File: config.mk
export PLATFORM = sky130hd
export DESIGN_NAME = icache_ctrl
export DESIGN_NICKNAME = d
export VERILOG_FILES = /design/src/icache_pkg.sv /design/src/icache_ctrl.sv
export VERILOG_INCLUDE_DIRS = /design/src
export SDC_FILE = /design/constraint.sdc
export NUM_CORES = 1
export LEC_CHECK = 0
export BUFFER_PORTS_ARGS = -buffer_cell sky130_fd_sc_hd__buf_2
export CAP_MARGIN = 10
export CORE_UTILIZATION = 44
export DETAILED_ROUTE_END_ITERATION = 6
export PLACE_DENSITY = 0.79
export SYNTH_ARGS = -nofsm -noshare
export SYNTH_HDL_FRONTEND = slang
export SYNTH_SLANG_ARGS = --single-unit
File: constraint.sdc
create_clock -name clk -period 4.6 [get_ports clk]
set_input_delay 1.38 -clock clk [delete_from_list [all_inputs] [get_ports clk]]
set_output_delay 1.38 -clock clk [all_outputs]
set_load 0.01 [all_outputs]
File: src/icache_consts.svh
`ifndef ICACHE_CONSTS_SVH
`define ICACHE_CONSTS_SVH

// fetch address and instruction word width
`define ICACHE_XLEN 32

// address split
// tag | index | word offset | byte
// 19  |   7   |      4      |  2
`define ICACHE_TAG_W   19
`define ICACHE_INDEX_W 7
`define ICACHE_WORD_W  4
`define ICACHE_BYTE_W  2

// 8 KB direct mapped, 64 byte lines
`define ICACHE_LINES          128
`define ICACHE_WORDS_PER_LINE 16

// memory burst length field, beats minus one
// full line refill
`define ICACHE_BURST_LEN  8'd15
// one word for the uncached path
`define ICACHE_SINGLE_LEN 8'd0

// everything below this bound bypasses the cache
// (boot rom and device space live there)
`define ICACHE_UNCACHED_LIMIT 32'h8000_0000

// memory contents rule
// word at address a reads back as a ^ pattern
`define ICACHE_MEM_PATTERN 32'h5a3c_96e1

`endif

File: src/icache_pkg.sv
`default_nettype none

`include "icache_consts.svh"

package icache_pkg;

  // fetch side and memory side address
  typedef logic [`ICACHE_XLEN-1:0] addr_t;

  // one instruction word
  typedef logic [`ICACHE_XLEN-1:0] word_t;

  // address fields
  typedef logic [`ICACHE_TAG_W-1:0]   tag_t;
  typedef logic [`ICACHE_INDEX_W-1:0] index_t;
  typedef logic [`ICACHE_WORD_W-1:0]  woff_t;

  // memory burst length, beats minus one
  typedef logic [7:0] beat_len_t;

  // tag store entry
  // msb is the valid bit, low bits hold the tag
  typedef logic [`ICACHE_TAG_W:0] tag_entry_t;

  // controller states
  typedef enum logic [2:0] {
    IDLE,
    LOOKUP,
    REFILL,
    REREAD,
    UNCACHED
  } ctrl_state_t;

endpackage

`default_nettype wire

File: src/icache_ctrl.sv
`default_nettype none

`include "icache_consts.svh"

module icache_ctrl (
  input  logic                                        clk,
  input  logic                                        rst,
  // fetch request
  input  logic                                        req_valid_i,
  input  icache_pkg::addr_t                           req_addr_i,
  input  logic                                        is_uncached_i,
  output logic                                        req_ready_o,
  // tag store
  input  icache_pkg::tag_entry_t                      tag_rd_i,
  input  logic                                        init_done_i,
  output icache_pkg::index_t                          tag_rd_index_o,
  output icache_pkg::index_t                          tag_wr_index_o,
  output logic                                        tag_wr_en_o,
  output icache_pkg::tag_entry_t                      tag_wr_o,
  // word store
  output logic [`ICACHE_INDEX_W+`ICACHE_WORD_W-1:0]   data_rd_addr_o,
  output logic [`ICACHE_INDEX_W+`ICACHE_WORD_W-1:0]   data_wr_addr_o,
  output logic                                        data_wr_en_o,
  // memory request
  output logic                                        mem_req_valid_o,
  output icache_pkg::addr_t                           mem_addr_o,
  output icache_pkg::beat_len_t                       mem_len_o,
  input  logic                                        mem_rvalid_i,
  input  icache_pkg::word_t                           mem_rdata_i,
  // result sources
  output logic                                        hit_o,
  output logic                                        uncached_valid_o,
  output icache_pkg::word_t                           uncached_word_o
);

  icache_pkg::ctrl_state_t state_q;

  // fields of the incoming address with byte bits ignored
  icache_pkg::tag_t   req_tag;
  icache_pkg::index_t req_index;
  icache_pkg::woff_t  req_woff;

  // fields of the fetch in flight
  icache_pkg::tag_t   tag_q;
  icache_pkg::index_t index_q;
  icache_pkg::woff_t  woff_q;
  logic               uncached_q;

  // refill beats taken so far
  icache_pkg::beat_len_t beat_cnt;

  logic accept;
  logic beat;
  logic last_beat;
  logic tag_match;

  assign {req_tag, req_index, req_woff} = req_addr_i[`ICACHE_XLEN-1:`ICACHE_BYTE_W];

  // accept only when idle and the tag walk is over
  assign req_ready_o = (state_q == icache_pkg::IDLE) && init_done_i;
  assign accept      = req_valid_i && req_ready_o;

  // one beat per edge with request and data valid both high
  assign beat      = mem_req_valid_o && mem_rvalid_i;
  assign last_beat = beat && (beat_cnt == mem_len_o);

  // stored entry against registered tag
  assign tag_match = tag_rd_i[`ICACHE_TAG_W] && (tag_rd_i[`ICACHE_TAG_W-1:0] == tag_q);
  assign hit_o     = (state_q == icache_pkg::LOOKUP) && !uncached_q && tag_match;

  // array reads
  // idle reads straight from the request so lookup sees the data
  // other states read the held fetch (reread after refill)
  assign tag_rd_index_o = (state_q == icache_pkg::IDLE) ? req_index : index_q;
  assign data_rd_addr_o = (state_q == icache_pkg::IDLE) ? {req_index, req_woff}
                                                        : {index_q, woff_q};

  // refill writes one word per beat in burst order
  assign data_wr_en_o   = beat && (state_q == icache_pkg::REFILL);
  assign data_wr_addr_o = {index_q, beat_cnt[`ICACHE_WORD_W-1:0]};

  // tag written with the final word
  assign tag_wr_en_o    = last_beat && (state_q == icache_pkg::REFILL);
  assign tag_wr_index_o = index_q;
  assign tag_wr_o       = {1'b1, tag_q};

  always_ff @(posedge clk) begin
    if (rst) begin
      state_q          <= icache_pkg::IDLE;
      mem_req_valid_o  <= 1'b0;
      uncached_valid_o <= 1'b0;
      beat_cnt         <= '0;
    end else begin
      // single cycle pulse after the uncached beat
      uncached_valid_o <= (state_q == icache_pkg::UNCACHED) && beat;
      case (state_q)
        icache_pkg::IDLE: begin
          if (accept) begin
            state_q <= icache_pkg::LOOKUP;
          end
        end
        icache_pkg::LOOKUP: begin
          beat_cnt <= '0;
          if (hit_o) begin
            state_q <= icache_pkg::IDLE;
          end else if (uncached_q) begin
            state_q         <= icache_pkg::UNCACHED;
            mem_req_valid_o <= 1'b1;
          end else begin
            state_q         <= icache_pkg::REFILL;
            mem_req_valid_o <= 1'b1;
          end
        end
        icache_pkg::REFILL: begin
          if (last_beat) begin
            mem_req_valid_o <= 1'b0;
            state_q         <= icache_pkg::REREAD;
          end else if (beat) begin
            beat_cnt <= beat_cnt + 1'b1;
          end
        end
        icache_pkg::REREAD: begin
          // arrays pick up the fresh line, lookup then hits
          state_q <= icache_pkg::LOOKUP;
        end
        icache_pkg::UNCACHED: begin
          if (beat) begin
            mem_req_valid_o <= 1'b0;
          end
          // leave together with the result pulse
          if (uncached_valid_o) begin
            state_q <= icache_pkg::IDLE;
          end
        end
        default: begin
          state_q <= icache_pkg::IDLE;
        end
      endcase
    end
  end

  // fetch fields and request payload
  always_ff @(posedge clk) begin
    if (accept) begin
      tag_q      <= req_tag;
      index_q    <= req_index;
      woff_q     <= req_woff;
      uncached_q <= is_uncached_i;
    end
    if ((state_q == icache_pkg::LOOKUP) && !hit_o) begin
      if (uncached_q) begin
        // one beat at the word address
        mem_addr_o <= {tag_q, index_q, woff_q, `ICACHE_BYTE_W'(0)};
        mem_len_o  <= `ICACHE_SINGLE_LEN;
      end else begin
        // whole line from the line base
        mem_addr_o <= {tag_q, index_q, (`ICACHE_WORD_W + `ICACHE_BYTE_W)'(0)};
        mem_len_o  <= `ICACHE_BURST_LEN;
      end
    end
    if ((state_q == icache_pkg::UNCACHED) && beat) begin
      uncached_word_o <= mem_rdata_i;
    end
  end

  // request stays up until the final beat
  a_req_held: assert property (@(posedge clk) disable iff (rst)
    mem_req_valid_o && !last_beat |=> mem_req_valid_o);

  // a hit never needs memory
  a_hit_no_req: assert property (@(posedge clk) disable iff (rst)
    !(hit_o && mem_req_valid_o));

  // beat count stays inside the requested burst
  a_beat_bound: assert property (@(posedge clk) disable iff (rst)
    (state_q inside {icache_pkg::REFILL, icache_pkg::UNCACHED}) && mem_req_valid_o
    |-> (beat_cnt <= mem_len_o));

endmodule

`default_nettype wire

==> results of run 1 <==
-- cell type report --
class                           instances  area [µm²]  area share, %
Sequential cell                       107        3080           58.1
Timing Repair Buffer                  216        1090           20.5
Multi-Input combinational cell        113         802           15.1
Tap cell                              108         135           2.55
Clock buffer                           10         128           2.41
Clock inverter                          6        53.8           1.01
Inverter                                4        15.0          0.283
-- layer usage --
metal	routed length, µm	vias up	part of all wire, %
met4	112	0	1.2
met5	0	-	0
li1	-	1291	-
met2	4820	147	54
met1	3300	1287	37
met3	738	8	8.2
-- Yosys cell counts --
| master | n |
|---|---|
| o21ai_0 | 1 |
| o22ai_2 | 1 |
| and2_1 | 7 |
| o211ai_1 | 2 |
| buf_4 | 28 |
| inv_1 | 4 |
| a211oi_1 | 2 |
| a22o_1 | 1 |
| and3_2 | 1 |
| clkbuf_1 | 2 |
| nand3_1 | 4 |
| mux2_2 | 11 |
| or2_4 | 1 |
| or3_1 | 1 |
| conb_1 | 2 |
| or4_4 | 1 |
| nand3b_1 | 1 |
| xor2_1 | 24 |
| buf_2 | 2 |
| nor3_1 | 7 |
| nor2_1 | 15 |
| a31oi_1 | 2 |
| dfxtp_1 | 13 |
| nor4_1 | 6 |
| or2_2 | 2 |
| edfxtp_1 | 94 |
| nand4_1 | 2 |
| ha_1 | 1 |
| a22oi_1 | 1 |
| a21oi_1 | 2 |
| and3_1 | 2 |
| o22ai_1 | 1 |
| a21o_1 | 1 |
| nand4b_1 | 1 |
| xnor2_1 | 1 |
| o2111ai_1 | 1 |
| nand2b_2 | 1 |
| nand2_1 | 2 |
-- flip-flops by register name (all words and copies together) (netlist names) --
signal and cells:
woff_q 4, state_q 3, mem_addr_o 30, uncached_valid_o 1, beat_cnt 8, uncached_word_o 32, tag_wr_index_o 7, uncached_q 1
tag_q 19, mem_len_o 1, mem_req_valid_o 1
-- power by group through the flow --
stage               Combinational, mW  Sequential (mW)  Clock (mW)
finish                          0.180             1.11       0.530
global route                    0.195             1.11       0.591
detailed placement              0.182             1.13           0
CTS                             0.183             1.11       0.549
global placement                0.177             1.13           0
floorplan                      0.0915             1.14           0
-- critical path, cell delays in order --
cell and delay, ns:
buf_2 0.11, xor2_1 0.15, nor4_1 0.42, nand3_1 0.21, nor3_2 0.31, and2_1 0.18, buf_2 0.12
-- kinds of logic after synthesis --
family                     share of synthesized area [%]
AOI/OAI and AO/OA                                   2.66
xor gates and xnor gates                            5.35
adders and majority gates                          0.306
buffers and inverters                               5.93
DFF                                                 75.3
muxes                                               3.03
other                                              0.183
and+or+nand+nor                                     7.24
-- worst min-delay path by stage --
stage / from / endpoint / cells past startpoint / slack (ns)
2_1_floorplan: beat_cnt[7]$_SDFFE_PP0P_ / beat_cnt[7]$_SDFFE_PP0P_ / 2 / 0.48
3_3_place_gp: tag_q[1]$_DFFE_PP_ / mem_addr_o[14]$_DFFE_PP_ / 0 / 0.48
3_5_place_dp: tag_q[1]$_DFFE_PP_ / mem_addr_o[14]$_DFFE_PP_ / 0 / 0.49
4_1_cts: tag_q[1]$_DFFE_PP_ / mem_addr_o[14]$_DFFE_PP_ / 0 / 0.51
5_1_grt: tag_q[11]$_DFFE_PP_ / mem_addr_o[24]$_DFFE_PP_ / 0 / 0.52
6_report: tag_q[1]$_DFFE_PP_ / mem_addr_o[14]$_DFFE_PP_ / 0 / 0.51
-- through the flow --
stage	total power, mW	instances	hold WS [ns]
2_1_floorplan	1.23	256	0.480
3_3_place_gp	1.31	548	0.475
3_5_place_dp	1.31	548	0.487
4_1_cts	1.84	564	0.514
5_1_grt	1.90	564	0.522
6_report	1.82	564	0.509
-- layout by cell type, fill, tap and decap left out, drive strengths merged, types with 2 or more instances in the layout --
cell and n:
o22ai 2, nand4 2, conb 7, nand3 4, a21oi 2, nor4 6
o211ai 2, mux2 11, a31oi 2, a211oi 2, edfxtp 94, nor2 15
clkbuf 10, inv 9, and2 7, nand2 2, buf 216, dfxtp 13
nor3 7, xor2 24, or2 3, and3 3
-- timing repair --
| action | 4_1_cts | 5_1_grt |
|---|---|---|
| setup endpoints to repair | 0 | 1 |
| endpoints found under the hold margin | 0 | 0 |
| buffers inserted | 0 | 0 |
| resized for setup | 0 | 1 |
==> flow_summary.ini, run 1 <==
[status]
status = finished, violations left
failed_checks = design-rule violations

[yosys]
yosys-top-cells-area = edfxtp_1 69%, dfxtp_1 6.4%, buf_4 5.1%, xor2_1 5.1%, mux2_2 3.0%
synth-seq-area-share_pct = 75.3
post_synth.cell_area_avg_um2 = 16.3
synth.lib_cells_used.distinct = 38
syn-instance-count = 251
yosys_top_cell_area_share_pct = 68.9
synth_top_area_cell = edfxtp_1
postSynthRegisterBits = 107
yosys_warn_count = 0
syn_area_mm2 = 0.00409

[power]
switchingPower_mw = 0.436
internal_power_mw = 1.38
power.share.sequential_pct = 60.9
share_of_total_power_consumed_by_net_switching_pct = 24.0
ir_drop_mv = 0.177
power.static_leakage_nw = 2.27
power_per_cell_area_mw_per_mm2 = 343
comb_power_share_pct = 9.9
clockPowerShare_pct = 29.2

[detailed_routing]
detail-route-antenna-nets = 0
dr_total_vias = 2733
drt_drc_violations_left = 17
dr.pass1.iters = 7
postRouteWirelength_um = 8970
routedWlPerCell_um = 15.9
viasPerCell = 4.85
drt_iter0_markers = 116

[critical_path]
crit_type = input pin to output port
worstPathMaxFanout = 3
regToRegSetupSlack_ns = 2.22
critPathCaptureType = output port
number_of_cells_traversed_by_the_worst_register_to_register_path = 3
cp-endpoint = hit_o
setup.worst_path.start = tag_rd_i[2]
setup.worst_path.start_class = input pin
reg2reg_to = tag_q[5]$_DFFE_PP_
worstPathArrival_ns = 2.87
critPathRequiredTime_ns = 3.22
rr_startpoint = state_q[2]$_SDFFE_PP0P_

[sta]
timing.max_slew.rel_slack_pct = 25.9
finalCritPeriodShare_pct = 92.4
maxSlewViolCount = 0
grt_setup_unrepaired = no
finalSetupViolations = 0
max_freq_ghz = 0.235
fin_setup_tns_ns = 0
timing.final.hold_violations = 0
worst_slack_ns = 0.350
max_slew.worst_pin.slew_ns = 1.11
clock_skew_ns = 0.0153
post-route-min-period_ns = 4.25

[run]
maximum_capacitance_violations = 0

[place]
detailedPlacementHpwl_um = 6970
dp_slack_ns = 0.233
gp_routability_congestion = 0.777
post_place_cell_area_mm2 = 0.00512
port_buf_inserts = 214

[finish]
area_delta_synth_final_pct = 29.5
antenna_cells_inserted = 0
layout-drive-gt1-share_pct = 55.3
final_nets = 542
final_design_area_no_fill_mm2 = 0.00530
fin_util_pct = 59.9
final.fill_count = 688

[die]
design.portCount = 224
fp.dieW_um = 98.5
floorplan.initialDensity_pct = 46.3
floorplan.die.height_um = 98.5
row_count = 34
dieArea_mm2 = 0.00969
core_area_mm2 = 0.00885

[grt]
grt_use_met3_pct = 5.53
grt_pass1_vias = 2588
antenna_found_initial = 0
grt_use_total_pct = 18.5
grt_pass1_wl_um = 13400
use_met1_pct = 19.9
globalRoute.busiestLayer = met2
gr_overflow_total = 0
grt_util_met2_pct = 34.8
largest_net_degree_at_the_start_of_global_routing = 33

[clock_tree]
cts_tree = yes
cts_inserted_buffers = 9
clock_path_buffers = 2
htree_num_levels = 3
cts_hold_buffers = 0
tritoncts_sinks = 107
cts_root_buf = clkbuf_8
clkTransAtPathRegs_ns = 0.11
clk-insertion-delay-late_ns = 0.36

[hold_path]
worst_hold_path_type = flip-flop to flip-flop
No activity file was read; power rests on OpenSTA's default activity.
==> run 2, diff against run 1 <==
--- a/config.mk
+++ b/config.mk
@@ -6,11 +6,12 @@
 export SDC_FILE = /design/constraint.sdc
 export NUM_CORES = 1
 export LEC_CHECK = 0
+export ABC_AREA = 1
 export BUFFER_PORTS_ARGS = -buffer_cell sky130_fd_sc_hd__buf_2
 export CAP_MARGIN = 10
-export CORE_UTILIZATION = 44
+export CORE_UTILIZATION = 46
 export DETAILED_ROUTE_END_ITERATION = 6
-export PLACE_DENSITY = 0.79
+export PLACE_DENSITY = 0.8
 export SYNTH_ARGS = -nofsm -noshare
 export SYNTH_HDL_FRONTEND = slang
 export SYNTH_SLANG_ARGS = --single-unit
==> flow_summary.ini, run 2 <==
[status]
status = completed

[place]
detailedPlacementHpwl_um = 8410
port_buf_inserts = 214
gp_routability_congestion = 0.851

[die]
row_count = 35
floorplan.die.height_um = 101
floorplan.initialDensity_pct = 48.2
core_area_mm2 = 0.00937
design.portCount = 224
dieArea_mm2 = 0.0102
fp.dieW_um = 101

[sta]
grt_setup_unrepaired = no
post-route-min-period_ns = 3.73
finalSetupViolations = 0
max_slew.worst_pin.slew_ns = 0.954
timing.max_slew.rel_slack_pct = 36.3
maxSlewViolCount = 0
clock_skew_ns = 0.0185
fin_setup_tns_ns = 0
max_freq_ghz = 0.268
timing.final.hold_violations = 0
finalCritPeriodShare_pct = 81.0

[finish]
area_delta_synth_final_pct = 27.6
biggestRegsByFlops = uncached_word_o (32), mem_addr_o (30), tag_q (19)
largest_register_ffs = 32
antenna_cells_inserted = 0
layout.cells.most_common_list = 214 x buf_2, 112 x nand2_1, 94 x edfxtp_1
layout-drive-gt1-share_pct = 40.4
final_nets = 703
final_common_cell = buf_2
top_register = uncached_word_o
final.fill_count = 782

[clock_tree]
cts_root_buf = clkbuf_8
ctsResizeCount = 0
htree_num_levels = 3
clock_path_buffers = 2
cts_hold_buffers = 0
tritoncts_sinks = 107
clk-insertion-delay-late_ns = 0.35
cts_inserted_buffers = 9
clkTransAtPathRegs_ns = 0.09
cts_setup_buffers = 0
cts_tree = yes

[grt]
largest_net_degree_at_the_start_of_global_routing = 33
grt_pass1_wl_um = 16000
gr_overflow_total = 0
grt_use_total_pct = 20.9
antenna_found_initial = 0
grt_pass1_vias = 3427

[power]
power_per_cell_area_mw_per_mm2 = 408
ir_drop_mv = 0.254
power.static_leakage_nw = 2.73
power.total_mw = 2.35

[detailed_routing]
dr_total_vias = 3547
drt_iter0_markers = 135
detail-route-antenna-nets = 0
postRouteWirelength_um = 10800
routedWlPerCell_um = 14.5
viasPerCell = 4.75
dr.pass1.iters = 4
drt_drc_violations_left = 0

[yosys]
synth.lib_cells_used.distinct = 28
synth-seq-area-share_pct = 68.3
yosys_top_cell_area_share_pct = 62.5
syn_area_mm2 = 0.00452
synth_top_area_cell = edfxtp_1
syn-instance-count = 411
synth-async-reset-ratio_pct = 0
postSynthRegisterBits = 107
yosys_warn_count = 0
synth-edff-count = 94
yosys.cell_count.top_type = nand2_1
postSynth.topFlopCell = edfxtp_1
yosys-top-cells-area = edfxtp_1 63%, nand2_1 9.3%, dfxtp_1 5.8%, buf_4 4.7%, inv_1 4.2%
synth_common_cells = 112 x nand2_1, 94 x edfxtp_1, 51 x inv_1
post_synth.cell_area_avg_um2 = 11.0

[critical_path]
critPathRequiredTime_ns = 3.22
setup.worst_path.start_class = input pin
worstPathArrival_ns = 2.35
crit_type = input pin to output port
number_of_cells_traversed_by_the_worst_register_to_register_path = 6
critPathCaptureType = output port
worstPathMaxFanout = 2

[hold_path]
whs_path_depth = 2
worst_hold_path_type = flip-flop to flip-flop

[run]
maximum_capacitance_violations = 0
## run 2: cell count changes after synthesis, sizes merged, moves of 3 or more
cell	delta
inv	+52
a21oi	+10
and2	-7
nor2	+26
and3	-3
xor2	-19
nand4	+11
nand3	+10
nor4	-6
nand2	+115
mux2	-11
## run 2: worst paths after layout
check	startpoint	end	slack, ns
max	tag_rd_i[17]	hit_o	0.87
min	beat_cnt[7]$_SDFFE_PP0P_	beat_cnt[7]$_SDFFE_PP0P_	0.51
max reg2reg	state_q[1]$_SDFFE_PP0P_	tag_q[16]$_DFFE_PP_	2.14
min reg2reg	beat_cnt[7]$_SDFFE_PP0P_	beat_cnt[7]$_SDFFE_PP0P_	0.51
## run 2: metal layers
metal  share of wire, %  wire length [µm]  track usage (%)  vias up
met5                  0                 0                0        -
met4                2.0               219             8.25        0
met3                8.4               910             5.34       18
met2                 51              5490             38.5      185
li1                   -                 -                -     1714
met1                 39              4200             22.8     1630
## run 2: cell type report
class	instances	area [µm²]	area share (%)
clock buffers	11	131	2.28
flip-flops and latches	107	3080	53.5
repair buffers	216	1090	18.8
multi-input cells	222	1030	18.0
inverters	56	210	3.65
well taps	129	161	2.80
clock inverters	5	56.3	0.977
## run 2: critical path: stages
cell and delay (ns):
buf_2 0.09, inv_1 0.04, nand2_1 0.07, nand2_1 0.06, nor2_1 0.13, nand4_1 0.10
nor3_1 0.15, nand4_1 0.10, nor2_1 0.09, buf_2 0.14
## run 2: where the power goes
group          switching, mW  leakage, nW  internal, mW  total [mW]
Clock                  0.298       0.0933         0.252       0.550
Sequential            0.0523        0.967          1.18        1.23
Combinational          0.376         1.67         0.198       0.574
## run 2: cells by family (layout without fill, tap and decap cells)
group,count (synthesis),in the layout,share of synthesized area [%]
simple gates,193,193,18.6
compound gates,15,15,1.91
fa+ha+maj,1,1,0.277
flops,107,107,68.3
buf+inv,87,288,9.56
other cells,2,7,0.166
xor+xnor,6,6,1.16
## run 2: through the flow
stage | instance area, µm² | cells | setup slack [ns] | util (%) | hold slack [ns]
2_1_floorplan | 4530 | 416 | 0.544 | - | 0.466
3_3_place_gp | 5580 | 730 | 0.904 | 59.5 | 0.479
3_5_place_dp | 5580 | 730 | 0.893 | 59.5 | 0.485
4_1_cts | 5760 | 746 | 0.857 | 61.5 | 0.514
5_1_grt | 5760 | 746 | 0.743 | 61.5 | 0.531
6_report | 5760 | 746 | 0.875 | 61.5 | 0.513
==> run 3, diff against run 2 <==
--- a/config.mk
+++ b/config.mk
@@ -6,12 +6,12 @@
 export SDC_FILE = /design/constraint.sdc
 export NUM_CORES = 1
 export LEC_CHECK = 0
-export ABC_AREA = 1
+export ABC_AREA = 0
 export BUFFER_PORTS_ARGS = -buffer_cell sky130_fd_sc_hd__buf_2
 export CAP_MARGIN = 10
-export CORE_UTILIZATION = 46
+export CORE_UTILIZATION = 40
 export DETAILED_ROUTE_END_ITERATION = 6
-export PLACE_DENSITY = 0.8
+export PLACE_DENSITY = 0.76
 export SYNTH_ARGS = -nofsm -noshare
 export SYNTH_HDL_FRONTEND = slang
 export SYNTH_SLANG_ARGS = --single-unit
==> constraint.sdc (replaced) <==
create_clock -name clk -period 3.3 [get_ports clk]
set_input_delay 0.99 -clock clk [delete_from_list [all_inputs] [get_ports clk]]
set_output_delay 0.99 -clock clk [all_outputs]
set_load 0.01 [all_outputs]
==> flow_summary.ini, run 3 (synthesis gave the netlist of run 1 again) <==
[status]
status = finished, violations left
failed_checks = negative setup slack

[sta]
finalSetupViolations = 1
grt_setup_unrepaired = yes
timing.final.hold_violations = 0
max_freq_ghz = 0.302
maxSlewViolCount = 0
max_slew.worst_pin.slew_ns = 0.757
worst_slack_ns = -0.0147
timing.max_slew.rel_slack_pct = 49.6
finalCritPeriodShare_pct = 100
clock_skew_ns = 0.00978
post-route-min-period_ns = 3.31

[die]
design.portCount = 224
dieArea_mm2 = 0.0106
row_count = 36
core_area_mm2 = 0.00986
fp.dieW_um = 103
floorplan.die.height_um = 103
floorplan.initialDensity_pct = 41.5

[hold_path]
worst_hold_end = mem_addr_o[31]$_DFFE_PP_
whs_path_depth = 0
worst_hold_path_type = flip-flop to flip-flop
launch_point_of_the_worst_hold_path = tag_q[18]$_DFFE_PP_

[finish]
storage_element_area_mm2 = 0.00308
biggestRegsByFlops = uncached_word_o (32), mem_addr_o (30), tag_q (19)
area_delta_synth_final_pct = 33.1
final_instance_count_excl_fillers = 592
layout-drive-gt1-share_pct = 56.6
layout.cells.most_common_list = 210 x buf_2, 94 x edfxtp_1, 24 x xor2_1
final.fill_count = 858
largest_register_ffs = 32
multi_input_area_um2 = 825
antenna_cells_inserted = 0
top_register = uncached_word_o
fin_util_pct = 55.2
final_nets = 545
final_common_cell = buf_2

[detailed_routing]
drt_drc_violations_left = 0
postRouteWirelength_um = 9240
dr_total_vias = 2784
dr.pass1.iters = 4
viasPerCell = 4.70
detail-route-antenna-nets = 0
routedWlPerCell_um = 15.6
drt_iter0_markers = 114

[critical_path]
rr_startpoint = tag_q[3]$_DFFE_PP_
setup.worst_path.start_class = input pin
setup.worst_path.start = tag_rd_i[3]
number_of_cells_traversed_by_the_worst_register_to_register_path = 7
critPathCaptureType = output port
worstPathArrival_ns = 2.32
worstPathMaxFanout = 2
crit_type = input pin to output port
critPathRequiredTime_ns = 2.31
regToRegSetupSlack_ns = 1.06
reg2reg_to = mem_addr_o[23]$_DFFE_PP_

[clock_tree]
clock_path_buffers = 2
cts_tree = yes
htree_num_levels = 3
clkTransAtPathRegs_ns = 0.11
cts_root_buf = clkbuf_8
cts_hold_buffers = 0
cts_inserted_buffers = 9
clk-insertion-delay-late_ns = 0.36
tritoncts_sinks = 107

[grt]
largest_net_degree_at_the_start_of_global_routing = 33
grt_pass1_wl_um = 12900
grt_use_total_pct = 16.8
gr_overflow_total = 0
antenna_found_initial = 0
grt_pass1_vias = 2574

[place]
placed_cells = 575
port_buf_inserts = 214
gp_routability_congestion = 0.780
detailedPlacementHpwl_um = 6990

[power]
comb_power_share_pct = 9.6
power_per_cell_area_mw_per_mm2 = 490
ir_drop_mv = 0.235
power.share.sequential_pct = 57.9
switchingPower_mw = 0.649
share_of_total_power_consumed_by_net_switching_pct = 24.3
clockPowerShare_pct = 32.5
power.static_leakage_nw = 2.31
internal_power_mw = 2.02

[run]
maximum_capacitance_violations = 0
## run 3: layout make-up
cell class | count | area share [%]
flip-flops and latches | 107 | 56.6
repair buffers | 219 | 20.8
multi-input cells | 113 | 15.1
well taps | 133 | 3.05
clock buffers | 9 | 2.27
clock inverters | 7 | 1.88
inverters | 4 | 0.276
## run 3: through the flow
step	TNS (ns)	hold slack [ns]	cell area, µm²	setup slack (ns)	power [mW]
floorplan	0	0.480	4120	0.313	1.72
global placement	-0.0890	0.476	5170	-0.0890	1.82
detailed placement	-0.114	0.480	5170	-0.114	1.83
CTS	0	0.508	5430	0.00497	2.71
global route	-0.115	0.524	5450	-0.115	2.78
finish	-0.0147	0.505	5450	-0.0147	2.67
## run 3: worst max path at each step
stage / end / depth (start not counted) / slack [ns]
2_1_floorplan: hit_o / 5 / 0.31
3_3_place_gp: hit_o / 7 / -0.09
3_5_place_dp: hit_o / 7 / -0.11
4_1_cts: hit_o / 7 / 0.005
5_1_grt: hit_o / 7 / -0.12
6_report: hit_o / 7 / -0.01
## run 3: per-layer routing
| metal | up-vias | track usage [%] | share of wire [%] | wire (µm) |
|---|---|---|---|---|
| met5 | - | 0 | 0 | 0 |
| met4 | 0 | 7.15 | 1.3 | 116 |
| met3 | 8 | 5.02 | 8.2 | 755 |
| met2 | 147 | 31.2 | 54 | 4990 |
| met1 | 1335 | 17.5 | 37 | 3380 |
| li1 | 1294 | - | - | - |
## run 3: timing repair
item / 4_1_cts / 5_1_grt
pin swaps: 3 / 4
cloned: 0 / 0
setup buffers: 0 / 1
resized for setup: 5 / 3
endpoints found under the setup margin: 1 / 1
## run 3: critical path, cell delays in order
cell and delay [ns]:
buf_6 0.09, xor2_1 0.13, nor4_1 0.29, nand4_1 0.27, nor3_2 0.27, and2_4 0.19
buf_6 0.09
## run 3: power groups by stage
stage               logic [mW]  registers [mW]  clock network (mW)
floorplan                0.128            1.59                   0
global placement         0.248            1.57                   0
detailed placement       0.255            1.58                   0
CTS                      0.260            1.55               0.899
global route             0.281            1.55               0.944
finish                   0.257            1.55               0.868
